`src/rv_isa_pkg.sv`:
```
package rv_isa_pkg;

    localparam int xlen = 32;

    typedef enum logic [6:0] {
        op_lui    = 7'b0110111,
        op_auipc  = 7'b0010111,
        op_jal    = 7'b1101111,
        op_jalr   = 7'b1100111,
        op_branch = 7'b1100011,
        op_load   = 7'b0000011,
        op_store  = 7'b0100011,
        op_imm    = 7'b0010011,
        op_reg    = 7'b0110011
    } opcode_e;

    localparam logic [2:0] f3_add_sub = 3'b000;
    localparam logic [2:0] f3_sll     = 3'b001;
    localparam logic [2:0] f3_slt     = 3'b010;
    localparam logic [2:0] f3_xor     = 3'b100;
    localparam logic [2:0] f3_srl     = 3'b101;
    localparam logic [2:0] f3_or      = 3'b110;
    localparam logic [2:0] f3_and     = 3'b111;
    localparam logic [2:0] f3_beq     = 3'b000;
    localparam logic [2:0] f3_bne     = 3'b001;
    localparam logic [2:0] f3_jalr    = 3'b000;
    localparam logic [2:0] f3_word    = 3'b010; // LW and SW
    localparam logic [6:0] f7_base    = 7'b0000000;
    localparam logic [6:0] f7_alt     = 7'b0100000; // SUB

    typedef struct packed {
        logic [6:0] funct7;
        logic [4:0] rs2;
        logic [4:0] rs1;
        logic [2:0] funct3;
        logic [4:0] rd;
        logic [6:0] opcode;
    } r_fmt_t;

    typedef struct packed {
        logic [11:0] imm_11_0;
        logic [4:0]  rs1;
        logic [2:0]  funct3;
        logic [4:0]  rd;
        logic [6:0]  opcode;
    } i_fmt_t;

    typedef struct packed {
        logic [6:0] imm_11_5;
        logic [4:0] rs2;
        logic [4:0] rs1;
        logic [2:0] funct3;
        logic [4:0] imm_4_0;
        logic [6:0] opcode;
    } s_fmt_t;

    typedef struct packed {
        logic       imm_12;
        logic [5:0] imm_10_5;
        logic [4:0] rs2;
        logic [4:0] rs1;
        logic [2:0] funct3;
        logic [3:0] imm_4_1;
        logic       imm_11;
        logic [6:0] opcode;
    } b_fmt_t;

    typedef struct packed {
        logic [19:0] imm_31_12;
        logic [4:0]  rd;
        logic [6:0]  opcode;
    } u_fmt_t;

    typedef struct packed {
        logic       imm_20;
        logic [9:0] imm_10_1;
        logic       imm_11;
        logic [7:0] imm_19_12;
        logic [4:0] rd;
        logic [6:0] opcode;
    } j_fmt_t;

    typedef union packed {
        r_fmt_t r;
        i_fmt_t i;
        s_fmt_t s;
        b_fmt_t b;
        u_fmt_t u;
        j_fmt_t j;
    } instr_u;

    typedef enum logic [1:0] {
        wb_none = 2'd0,
        wb_alu  = 2'd1,
        wb_mem  = 2'd2,
        wb_link = 2'd3
    } wb_src_e;

    typedef enum logic [3:0] {
        alu_add,
        alu_sub,
        alu_sll,
        alu_slt,
        alu_xor,
        alu_srl,
        alu_or,
        alu_and
    } alu_op_e;

endpackage

```
`src/rv_pipe_pkg.sv`:
```
package rv_pipe_pkg;
    import rv_isa_pkg::*;

    typedef struct packed {
        logic            valid;
        logic [xlen-1:0] pc;
        logic [4:0]      rs1;
        logic [4:0]      rs2;
        logic [4:0]      rd;
        logic [xlen-1:0] rs1_val;
        logic [xlen-1:0] rs2_val;
        logic [xlen-1:0] imm;
        alu_op_e         alu_op;
        logic            a_pc;   // Operand A from pc
        logic            a_zero; // Operand A forced to zero
        logic            b_imm;  // Operand B from immediate
        logic            branch;
        logic            branch_ne;
        logic            jal;
        logic            jalr;
        logic            mem_re;
        logic            mem_we;
        wb_src_e         wb_src;
    } dx_t;

    typedef struct packed {
        logic            valid;
        logic [4:0]      rd;
        wb_src_e         wb_src;
        logic [xlen-1:0] alu_res;
        logic [xlen-1:0] link_val;
        logic [xlen-1:0] store_data;
        logic            mem_re;
        logic            mem_we;
    } xa_t;

    typedef struct packed {
        logic            valid;
        logic [4:0]      rd;
        wb_src_e         wb_src;
        logic [xlen-1:0] result;
    } aw_t;

    typedef struct packed {
        logic            hit;
        logic [xlen-1:0] data;
    } fwd_t;

    typedef struct packed {
        logic [xlen-1:0] addr;
        logic [xlen-1:0] wdata;
        logic            we;
        logic            re;
    } dmem_req_t;

    // Value the access stage will hand to write-back
    function automatic logic [xlen-1:0] acc_result(input xa_t xa, input logic [xlen-1:0] rdata);
        case (xa.wb_src)
            wb_mem:  return rdata;
            wb_link: return xa.link_val;
            default: return xa.alu_res;
        endcase
    endfunction

endpackage

```
`src/rv_regfile.sv`:
```
module rv_regfile #(
    parameter int nregs = 32
) (
    input  logic        clk,
    input  logic        rst,
    input  logic [4:0]  rs1,
    input  logic [4:0]  rs2,
    input  logic [4:0]  rd,
    input  logic        we,
    input  logic [31:0] wdata,
    output logic [31:0] rs1_val,
    output logic [31:0] rs2_val
);

    logic [31:0] regs [nregs];
    logic        wr_en;

    assign wr_en = we && (rd != 5'd0); // x0 is never written

    always_ff @(posedge clk or posedge rst) begin
        if (rst) begin
            for (int k = 0; k < nregs; k++) begin
                regs[k] <= '0;
            end
        end else if (wr_en) begin
            regs[rd] <= wdata;
        end
    end

    // Write-first bypass
    assign rs1_val = (rs1 == 5'd0) ? '0 : (wr_en && rd == rs1) ? wdata : regs[rs1];
    assign rs2_val = (rs2 == 5'd0) ? '0 : (wr_en && rd == rs2) ? wdata : regs[rs2];

endmodule

```
`src/rv_decode.sv`:
```
module rv_decode (
    input  rv_isa_pkg::instr_u instr,
    input  logic [31:0]        pc,
    input  logic               valid,
    input  logic [31:0]        rs1_val,
    input  logic [31:0]        rs2_val,
    output logic [4:0]         rs1,
    output logic [4:0]         rs2,
    output rv_pipe_pkg::dx_t   dx
);
    import rv_isa_pkg::*;
    import rv_pipe_pkg::*;

    logic [6:0]  opcode;
    logic [2:0]  funct3;
    logic        uses_rs1;
    logic        uses_rs2;
    alu_op_e     f3_op;
    logic        f3_ok;
    logic [31:0] imm_i;
    logic [31:0] imm_s;
    logic [31:0] imm_b;
    logic [31:0] imm_u;
    logic [31:0] imm_j;

    assign opcode = instr.r.opcode;
    assign funct3 = instr.r.funct3;

    assign uses_rs1 = opcode inside {op_jalr, op_branch, op_load, op_store, op_imm, op_reg};
    assign uses_rs2 = opcode inside {op_branch, op_store, op_reg};
    assign rs1      = (valid && uses_rs1) ? instr.r.rs1 : 5'd0; // Zero keeps hazard check quiet
    assign rs2      = (valid && uses_rs2) ? instr.r.rs2 : 5'd0;

    assign imm_i = {{20{instr.i.imm_11_0[11]}}, instr.i.imm_11_0};
    assign imm_s = {{20{instr.s.imm_11_5[6]}}, instr.s.imm_11_5, instr.s.imm_4_0};
    assign imm_b = {{19{instr.b.imm_12}}, instr.b.imm_12, instr.b.imm_11,
                    instr.b.imm_10_5, instr.b.imm_4_1, 1'b0};
    assign imm_u = {instr.u.imm_31_12, 12'd0};
    assign imm_j = {{11{instr.j.imm_20}}, instr.j.imm_20, instr.j.imm_19_12,
                    instr.j.imm_11, instr.j.imm_10_1, 1'b0};

    // Shared by OP and OP-IMM; shifts only in their logical form
    always_comb begin
        f3_ok = 1'b1;
        case (funct3)
            f3_add_sub: f3_op = alu_add;
            f3_sll:     f3_op = alu_sll;
            f3_slt:     f3_op = alu_slt;
            f3_xor:     f3_op = alu_xor;
            f3_srl:     f3_op = alu_srl;
            f3_or:      f3_op = alu_or;
            f3_and:     f3_op = alu_and;
            default: begin
                f3_op = alu_add;
                f3_ok = 1'b0;
            end
        endcase
        if ((funct3 == f3_sll || funct3 == f3_srl) && instr.r.funct7 != f7_base) begin
            f3_ok = 1'b0;
        end
    end

    always_comb begin
        dx         = '0;
        dx.valid   = valid;
        dx.pc      = pc;
        dx.rs1     = rs1;
        dx.rs2     = rs2;
        dx.rd      = instr.r.rd;
        dx.rs1_val = rs1_val;
        dx.rs2_val = rs2_val;
        dx.alu_op  = alu_add;
        dx.wb_src  = wb_none;
        case (opcode)
            op_lui: begin
                dx.imm    = imm_u;
                dx.a_zero = 1'b1;
                dx.b_imm  = 1'b1;
                dx.wb_src = wb_alu;
            end
            op_auipc: begin
                dx.imm    = imm_u;
                dx.a_pc   = 1'b1;
                dx.b_imm  = 1'b1;
                dx.wb_src = wb_alu;
            end
            op_jal: begin
                dx.imm    = imm_j;
                dx.jal    = 1'b1;
                dx.wb_src = wb_link;
            end
            op_jalr: begin
                dx.imm    = imm_i;
                dx.jalr   = (funct3 == f3_jalr);
                dx.wb_src = (funct3 == f3_jalr) ? wb_link : wb_none;
            end
            op_branch: begin
                dx.imm       = imm_b;
                dx.branch    = (funct3 == f3_beq) || (funct3 == f3_bne);
                dx.branch_ne = (funct3 == f3_bne);
            end
            op_load: begin
                dx.imm    = imm_i;
                dx.b_imm  = 1'b1;
                dx.mem_re = (funct3 == f3_word);
                dx.wb_src = (funct3 == f3_word) ? wb_mem : wb_none;
            end
            op_store: begin
                dx.imm    = imm_s;
                dx.b_imm  = 1'b1;
                dx.mem_we = (funct3 == f3_word);
            end
            op_imm: begin
                dx.imm    = imm_i;
                dx.b_imm  = 1'b1;
                dx.alu_op = f3_op;
                dx.wb_src = f3_ok ? wb_alu : wb_none;
            end
            op_reg: begin
                if (funct3 == f3_add_sub && instr.r.funct7 == f7_alt) begin
                    dx.alu_op = alu_sub;
                    dx.wb_src = wb_alu;
                end else begin
                    dx.alu_op = f3_op;
                    dx.wb_src = (f3_ok && instr.r.funct7 == f7_base) ? wb_alu : wb_none;
                end
            end
            default: ; // Unsupported opcode acts as a no-op
        endcase
    end

endmodule

```
`src/rv_execute.sv`:
```
module rv_execute (
    input  rv_pipe_pkg::dx_t dx,
    output rv_pipe_pkg::xa_t xa,
    output logic             redirect,
    output logic [31:0]      redirect_pc
);
    import rv_isa_pkg::*;
    import rv_pipe_pkg::*;

    logic [xlen-1:0] op_a;
    logic [xlen-1:0] op_b;
    logic [4:0]      shamt;
    logic [xlen-1:0] alu_res;
    logic            eq;
    logic            taken;
    logic [xlen-1:0] target_base;
    logic [xlen-1:0] target_sum;

    assign op_a  = dx.a_zero ? '0 : dx.a_pc ? dx.pc : dx.rs1_val;
    assign op_b  = dx.b_imm ? dx.imm : dx.rs2_val;
    assign shamt = op_b[4:0];

    always_comb begin
        case (dx.alu_op)
            alu_sub: alu_res = op_a - op_b;
            alu_sll: alu_res = op_a << shamt;
            alu_srl: alu_res = op_a >> shamt;
            alu_slt: alu_res = {31'd0, $signed(op_a) < $signed(op_b)};
            alu_xor: alu_res = op_a ^ op_b;
            alu_or:  alu_res = op_a | op_b;
            alu_and: alu_res = op_a & op_b;
            default: alu_res = op_a + op_b;
        endcase
    end

    // Operands here already carry forwarded values
    assign eq    = (dx.rs1_val == dx.rs2_val);
    assign taken = (dx.branch && (eq ^ dx.branch_ne)) || dx.jal || dx.jalr;

    assign redirect    = dx.valid && taken;
    assign target_base = dx.jalr ? dx.rs1_val : dx.pc;
    assign target_sum  = target_base + dx.imm;
    assign redirect_pc = {target_sum[xlen-1:1], target_sum[0] & ~dx.jalr}; // JALR clears bit 0

    always_comb begin
        xa.valid      = dx.valid;
        xa.rd         = dx.rd;
        xa.wb_src     = dx.wb_src;
        xa.alu_res    = alu_res;
        xa.link_val   = dx.pc + 32'd4;
        xa.store_data = dx.rs2_val;
        xa.mem_re     = dx.mem_re;
        xa.mem_we     = dx.mem_we;
    end

endmodule

```
`src/rv_hazard_unit.sv`:
```
module rv_hazard_unit (
    input  logic [4:0]       rs1,
    input  logic [4:0]       rs2,
    input  rv_pipe_pkg::dx_t dx,
    input  logic [31:0]      exe_alu_res,
    input  rv_pipe_pkg::xa_t xa,
    input  logic [31:0]      acc_rdata,
    input  rv_pipe_pkg::aw_t aw,
    output rv_pipe_pkg::fwd_t fwd_a,
    output rv_pipe_pkg::fwd_t fwd_b,
    output logic             stall
);
    import rv_isa_pkg::*;
    import rv_pipe_pkg::*;

    logic [5:0]  conflict_map; // {wb_b, wb_a, acc_b, acc_a, exe_b, exe_a}
    logic [31:0] exe_data;
    logic [31:0] acc_data;
    logic        exe_is_load;

    function automatic logic candidate(input logic v, input wb_src_e src, input logic [4:0] rd,
                                       input logic [4:0] idx);
        return v && (src != wb_none) && (rd != 5'd0) && (rd == idx);
    endfunction

    // Youngest producer wins
    function automatic fwd_t pick(input logic hit_exe, input logic hit_acc, input logic hit_wb,
                                  input logic exe_load, input logic [31:0] d_exe,
                                  input logic [31:0] d_acc, input logic [31:0] d_wb);
        fwd_t f;
        f = '0;
        if (hit_exe) begin
            f.hit  = !exe_load; // Load data not ready yet so stall instead
            f.data = d_exe;
        end else if (hit_acc) begin
            f.hit  = 1'b1;
            f.data = d_acc;
        end else if (hit_wb) begin
            f.hit  = 1'b1;
            f.data = d_wb;
        end
        return f;
    endfunction

    assign exe_is_load = (dx.wb_src == wb_mem);
    assign exe_data    = (dx.wb_src == wb_link) ? dx.pc + 32'd4 : exe_alu_res;
    assign acc_data    = acc_result(xa, acc_rdata);

    always_comb begin
        conflict_map[0] = candidate(dx.valid, dx.wb_src, dx.rd, rs1);
        conflict_map[1] = candidate(dx.valid, dx.wb_src, dx.rd, rs2);
        conflict_map[2] = candidate(xa.valid, xa.wb_src, xa.rd, rs1);
        conflict_map[3] = candidate(xa.valid, xa.wb_src, xa.rd, rs2);
        conflict_map[4] = candidate(aw.valid, aw.wb_src, aw.rd, rs1);
        conflict_map[5] = candidate(aw.valid, aw.wb_src, aw.rd, rs2);
    end

    assign stall = exe_is_load && (conflict_map[0] || conflict_map[1]);

    assign fwd_a = pick(conflict_map[0], conflict_map[2], conflict_map[4], exe_is_load,
                        exe_data, acc_data, aw.result);
    assign fwd_b = pick(conflict_map[1], conflict_map[3], conflict_map[5], exe_is_load,
                        exe_data, acc_data, aw.result);

endmodule

```
`src/rv_core_top.sv`:
```
module rv_core_top #(
    parameter logic [31:0] reset_pc = 32'h0,
    parameter int          nregs    = 32
) (
    input  logic                   clk,
    input  logic                   rst,
    output logic [31:0]            imem_addr,
    input  logic [31:0]            imem_data,
    output rv_pipe_pkg::dmem_req_t dmem_req,
    input  logic [31:0]            dmem_rdata
);
    import rv_isa_pkg::*;
    import rv_pipe_pkg::*;

    logic [31:0] pc;
    logic        fd_valid;
    logic [31:0] fd_pc;
    instr_u      fd_instr;
    dx_t         dx_dec;
    dx_t         dx_fwd;
    dx_t         dx_q;
    xa_t         xa_next;
    xa_t         xa_q;
    aw_t         aw_next;
    aw_t         aw_q;
    logic [4:0]  dec_rs1;
    logic [4:0]  dec_rs2;
    logic [31:0] rs1_val;
    logic [31:0] rs2_val;
    fwd_t        fwd_a;
    fwd_t        fwd_b;
    logic        stall;
    logic        redirect;
    logic [31:0] redirect_pc;
    logic        wb_we;

    assign imem_addr = pc;

    rv_regfile #(.nregs(nregs)) u_regfile (
        .clk     (clk),
        .rst     (rst),
        .rs1     (dec_rs1),
        .rs2     (dec_rs2),
        .rd      (aw_q.rd),
        .we      (wb_we),
        .wdata   (aw_q.result),
        .rs1_val (rs1_val),
        .rs2_val (rs2_val)
    );

    rv_decode u_decode (
        .instr   (fd_instr),
        .pc      (fd_pc),
        .valid   (fd_valid),
        .rs1_val (rs1_val),
        .rs2_val (rs2_val),
        .rs1     (dec_rs1),
        .rs2     (dec_rs2),
        .dx      (dx_dec)
    );

    rv_hazard_unit u_hazard (
        .rs1         (dec_rs1),
        .rs2         (dec_rs2),
        .dx          (dx_q),
        .exe_alu_res (xa_next.alu_res),
        .xa          (xa_q),
        .acc_rdata   (dmem_rdata),
        .aw          (aw_q),
        .fwd_a       (fwd_a),
        .fwd_b       (fwd_b),
        .stall       (stall)
    );

    rv_execute u_execute (
        .dx          (dx_q),
        .xa          (xa_next),
        .redirect    (redirect),
        .redirect_pc (redirect_pc)
    );

    always_comb begin
        dx_fwd = dx_dec;
        if (fwd_a.hit) dx_fwd.rs1_val = fwd_a.data;
        if (fwd_b.hit) dx_fwd.rs2_val = fwd_b.data;
    end

    // Access stage
    assign dmem_req.addr  = xa_q.alu_res;
    assign dmem_req.wdata = xa_q.store_data;
    assign dmem_req.we    = xa_q.valid && xa_q.mem_we;
    assign dmem_req.re    = xa_q.valid && xa_q.mem_re;

    assign aw_next = '{valid: xa_q.valid, rd: xa_q.rd, wb_src: xa_q.wb_src,
                       result: acc_result(xa_q, dmem_rdata)};

    assign wb_we = aw_q.valid && (aw_q.wb_src != wb_none);

    always_ff @(posedge clk or posedge rst) begin
        if (rst) begin
            pc       <= reset_pc;
            fd_valid <= 1'b0;
            dx_q     <= '0;
            xa_q     <= '0;
            aw_q     <= '0;
        end else begin
            if (redirect) begin
                pc       <= redirect_pc;
                fd_valid <= 1'b0; // Redirect overrides any stall
            end else if (!stall) begin
                pc       <= pc + 32'd4;
                fd_valid <= 1'b1;
            end
            dx_q <= dx_fwd;
            if (redirect || stall) dx_q.valid <= 1'b0; // Bubble
            xa_q <= xa_next;
            aw_q <= aw_next;
        end
    end

    always_ff @(posedge clk) begin
        if (!stall || redirect) begin
            fd_pc    <= pc;
            fd_instr <= imem_data;
        end
    end

endmodule

```
`config.mk`:
```
export PLATFORM = sky130hd
export DESIGN_NAME = rv_core_top
export DESIGN_NICKNAME = d
export VERILOG_FILES = /design/src/rv_isa_pkg.sv /design/src/rv_pipe_pkg.sv /design/src/rv_regfile.sv /design/src/rv_decode.sv /design/src/rv_execute.sv /design/src/rv_hazard_unit.sv /design/src/rv_core_top.sv
export SDC_FILE = /design/constraint.sdc
export NUM_CORES = 2
export LEC_CHECK = 0
export BUFFER_PORTS_ARGS = -buffer_cell sky130_fd_sc_hd__buf_4
export CORE_ASPECT_RATIO = 0.9
export CORE_UTILIZATION = 60
export DETAILED_ROUTE_END_ITERATION = 10
export PLACE_DENSITY = 0.78
export SETUP_SLACK_MARGIN = 0.05
export SLEW_MARGIN = 20
export SYNTH_ARGS = -nofsm -noshare
export SYNTH_HDL_FRONTEND = slang
export SYNTH_SLANG_ARGS = --single-unit
```
`constraint.sdc`:
```
create_clock -name clk -period 48.3 [get_ports clk]
set_clock_uncertainty 0.1 [all_clocks]
set_input_delay 2.415 -clock clk [delete_from_list [all_inputs] [get_ports clk]]
set_output_delay 2.415 -clock clk [all_outputs]
set_load 0.01 [all_outputs]
```
# ---- Word-level counts from Yosys, hierarchy flattened
# Cells that the tools add are included.
dict set report totals {
  register_bits 1416
  input_bits 66
  out_inout_bits 98
  word_cells 225
}
dict set report op_classes {
  add_sub_neg 5
  magnitude_cmp 5
  n_eq_ne 35
  n_shift 2
  mux 55
  bitwise_logic 9
  reduce_logical 49
}
# op count
set ops {}
lappend ops {{$bwmux 1024} 1}
lappend ops {{$mux 32} 18}
lappend ops {{$bmux 32 s5} 2}
lappend ops {{$pmux 32 s7} 1}
lappend ops {{$mux 33} 6}
lappend ops {{$demux 32 s5} 1}
lappend ops {{$pmux 32 s5} 1}
lappend ops {{$add 32x3->32 const B} 2}
lappend ops {{$add 32x32->32} 2}
lappend ops {{$pmux 32 s2} 1}
lappend ops {{$and 32x32->32} 1}
lappend ops {{$eq 32x32->1} 1}
lappend ops {{$lt 32x32->1} 1}
lappend ops {{$or 32x32->32} 1}
lappend ops {{$shl 32x5->32} 1}
lappend ops {{$shr 32x5->32} 1}
lappend ops {{$sub 32x32->32} 1}
lappend ops {{$xor 32x32->32} 1}
lappend ops {{$eq 5x5->1} 6}
lappend ops {{$eq 7x6->1 const B} 4}
lappend ops {{$logic_and 1x1->1} 23}
lappend ops {{$eq 7x7->1 const B} 3}
lappend ops {{$ge 6x6->1 const B} 3}
lappend ops {{$not 5->6} 3}
lappend ops {{other kinds (35)} 75}

# ---- Depth between registers and ports, before layout
dict set report logic_depth {
  ltp_word 11
  mapped_depth 19
  depth_no_buf 15
}

# ---- Cells and area by module
# Synthesis repeated with hierarchy kept, for this count alone.
dict set report unflattened {
  cells_unflattened 7352
  area_unflattened_um2 86355.3
}
# mod n_inst cells_per_inst area_per_inst_um2 seq_area_each_um2
set by_module_without_submodules {}
lappend by_module_without_submodules {rv_regfile 1 3872 55147.9 25624.6}
lappend by_module_without_submodules {rv_core_top 1 829 13389.1 10380.0}
lappend by_module_without_submodules {rv_execute 1 1859 12530.8 0.0}
lappend by_module_without_submodules {rv_hazard_unit 1 551 3638.5 0.0}
lappend by_module_without_submodules {rv_decode 1 241 1649.1 0.0}

# ---- Worst setup path after synthesis
# Ideal clock, no wire load.
dict set report synth_timing {
  path_type {reg2reg}
  from {register dx_q[8] (netlist bit)}
  to {register dx_q[110] (netlist bit)}
  setup_ns 0.124
  arrival_ns 4.490
  required_time_ns 48.076
  slack_ns 43.586
  stages_incl_launch_ff 16
  cell_sequence {dfrtp_1 buf_6 clkbuf_1 mux2i_1 buf_2 clkbuf_1 ha_1 clkbuf_1 o31a_1 or4_1 nand4_1 a41o_1 nand4_1 mux2i_1 or3_1 a211o_1}
}
# item line_no
set synth_rtl {}
lappend synth_rtl {{start: declaration} rv_core_top.sv:21} ;# dx_t dx_q;
lappend synth_rtl {{start signal: assignment} rv_core_top.sv:114} ;# dx_q <= dx_fwd;

==> impl_metrics.json <==
{
  "cts_tree": "yes",
  "grt_pass1_wl_mm": 493.5,
  "clockBufferDepth": 3,
  "ctsHoldBuffers": 0,
  "crit_required_ns": 48.95,
  "r2r.worst_path.cells": 17,
  "avgSynthCellArea_um2": 10.58,
  "synth_top_cell_area_share_pct": 40.45,
  "min_path_type": "reg2reg",
  "finish.net_count": 7778,
  "grt_overflow": 0,
  "synth.area.top_cells": "dfrtp_1, mux2_2, mux2i_1",
  "drt_iter0_drc": 13520,
  "yosys_warnings": 0,
  "hold_viol": 0,
  "hold_start": "fd_pc[2]",
  "final_layout_size_suffix_gt1_share_pct": 27.93,
  "synth-seq-area-share_pct": 42.75,
  "routed_wl_mm": 342.9,
  "path_common_cell": "buf_4",
  "relSlewSlack_pct": 10.61,
  "gp_congestion": 1.105,
  "total_power_uw": 2589,
  "path_cells": "buf_4, inv_8, buf_4, buf_4, buf_4, buf_4, buf_4",
  "wl_per_cell_um": 35.94,
  "rr_endpoint": "dx_q[73]",
  "netlist_area_um2": 83570,
  "initial_core_util_pct": 60.63,
  "firstDrtPassIters": 10,
  "rsz0062_at_grt": "false",
  "min_period_ns": 6.950,
  "synthArstFlopShare_pct": 95.48,
  "max_freq_mhz": 143.9,
  "area_delta_synth_final_pct": 8.287,
  "die_w_um": 395.4,
  "slowest_stage": "buf_4",
  "htreeDepth": 4,
  "die_area_um2": 140800,
  "synth_nets": 8097,
  "synthFlopType": "dfrtp_1",
  "cts-resized-gates": 0,
  "start_kind": "input port",
  "portBuffers": 163,
  "cp_num_buf_inv": 7,
  "clock-sinks": 1415,
  "grt_pass1_vias": 70740,
  "synth_edf_count": 64,
  "cts_buffers": 148,
  "yosys.area.top_type": "dfrtp_1",
  "postCtsSetupBuffers": 0,
  "clk_latency_ns": 0.81,
  "dpl.hpwl_mm": 219.6,
  "num_vias": 73690,
  "leakagePower_uw": 0.04158,
  "clk_pin_slew_worst_paths_ns": 0.06,
  "fp-row-count": 129,
  "endpoint_kind": "async pin",
  "gr-usage-all-layers_pct": 47.85,
  "crit_type": "in2async",
  "hold_depth": 0,
  "max_slew.worst_pin.slew_ns": 1.338,
  "min_to": "dx_q[128]",
  "synthCells": 7898,
  "final_antenna_net_count": 0,
  "peakVddDrop_mv": 0.04107,
  "dp_cells": 9260,
  "setup_viol_count_final": 0,
  "layoutNonFillerInstCount": 9543,
  "r2r_slack_ns": 41.47,
  "max_cap_violations": 0,
  "vias_per_cell": 7.722,
  "die_y_um": 356.1,
  "coreArea_um2": 137800,
  "slew_violations": 0,
  "ios": 164,
  "grt_antenna_before_repair": 37,
  "ys_seq_elements": 1415,
  "cellPowerDensity_nw_per_um2": 28.61,
  "path_max_fanout": 132,
  "grt_max_degree": 184,
  "cts-root-buf": "clkbuf_16",
  "r2r_start": "dx_q[8]",
  "cp_slowest_stage_delay_ns": 0.86,
  "arrival_ns": 7.60,
  "tns_ns": 0,
  "status": "finished, final reports clean",
  "final_cell_mix": "mux2_2, dfrtp_1, nand2_1, a21oi_1, buf_4",
  "synth.distinct_cells": 96,
  "timing.final.crit_share_pct": 14.39,
  "final_common_cell": "mux2_2",
  "drc": 0,
  "cp_top_family": "buffers and inverters"
}
==> synth_stat cells, types with 20 or more instances <==
master	number
buf_1	136
o21ai_0	358
o311ai_0	21
nor2_1	366
and2_1	20
nor2b_1	32
mux2i_1	295
a21oi_1	410
clkbuf_1	591
a222oi_1	79
nor4_1	35
nand2_1	585
nor3_1	141
buf_4	70
nand4_1	38
a22oi_1	93
a221o_1	20
a22o_1	65
o221ai_1	56
a31oi_1	61
o22ai_1	66
edfxtp_1	64
xor2_1	83
buf_2	47
xnor2_1	70
a221oi_1	298
a211oi_1	80
mux4_2	80
or3_1	23
and3_1	41
o211ai_1	102
o32ai_1	21
nand3_1	124
a21o_1	55
dfrtp_1	1351
o2111ai_1	21
inv_1	133
mux2_2	1347
ha_1	130
o31ai_1	25
==> per-stage QoR <==
step	utilization (%)	setup WS [ns]	hold WS [ns]	area (um2)
2_1_floorplan	-	7.697	0.2306	83570
3_3_place_gp	62.11	40.56	0.2332	85610
3_5_place_dp	62.11	40.45	0.2344	85610
4_1_cts	65.56	41.29	0.2319	90360
5_1_grt	65.62	40.64	0.2412	90460
6_report	65.65	41.35	0.2288	90500
==> metal layers <==
| layer | vias to the layer above | global-route usage [%] | part of all wire, % |
|---|---|---|---|
| li1 | 28990 | - | - |
| met1 | 36470 | 62.09 | 36 |
| met2 | 6528 | 63.49 | 39 |
| met3 | 1663 | 23.34 | 17 |
| met4 | 42 | 29.34 | 7.3 |
| met5 | - | 1.247 | 0.18 |
==> kinds of logic (layout without fill, tap and decap cells) <==
kind of cell | Yosys count | count (layout) | synth area share (%)
DFF | 1415 | 1415 | 42.75
and+or+nand+nor | 1497 | 1497 | 8.149
other | 0 | 17 | 0
adders and majority gates | 133 | 133 | 2.018
buffers and inverters | 986 | 780 | 4.845
AOI/OAI and AO/OA | 1988 | 1988 | 16.67
xor gates and xnor gates | 153 | 153 | 1.603
muxes | 1726 | 1726 | 23.96
==> final cells by class <==
class / count / area [um2]
Antenna cell: 17 / 42.54
Clock buffer: 224 / 4353
Clock inverter: 39 / 402.9
Fill cell: 10520 / 47340
Inverter: 138 / 528.0
Multi-Input combinational cell: 5497 / 44120
Sequential cell: 1415 / 35750
Tap cell: 1834 / 2295
Timing Repair Buffer: 379 / 2997
==> registers in the layout, summed over array words and instances, names as in the netlist <==
signal,count
xa_q,34
fd_pc,32
fd_valid,1
aw_q,40
imem_addr,32
dx_q,148
dmem_req,64
u_regfile.regs,1024
fd_instr,32
aw_next,8
==> worst max path at each step <==
stage / end / startpoint / slack [ns] / cells after the start
after floorplan: aw_next[32] / rst / 7.70 / 1
after global placement: dx_q[11] / rst / 40.56 / 7
after detailed placement: dx_q[11] / rst / 40.45 / 7
after CTS: dx_q[11] / rst / 41.29 / 7
after global routing: dx_q[11] / rst / 40.64 / 7
final: dx_q[11] / rst / 41.35 / 7
==> power breakdown <==
| group | leakage [uW] | switching (uW) | internal [uW] | total [uW] |
|---|---|---|---|---|
| clock network | 0.00234 | 501 | 645 | 1150 |
| logic | 0.0198 | 136 | 57.9 | 194 |
| registers | 0.0194 | 33.0 | 1220 | 1250 |
| total | 0.0416 | 670 | 1920 | 2590 |
(Power assumes the default switching activity.)
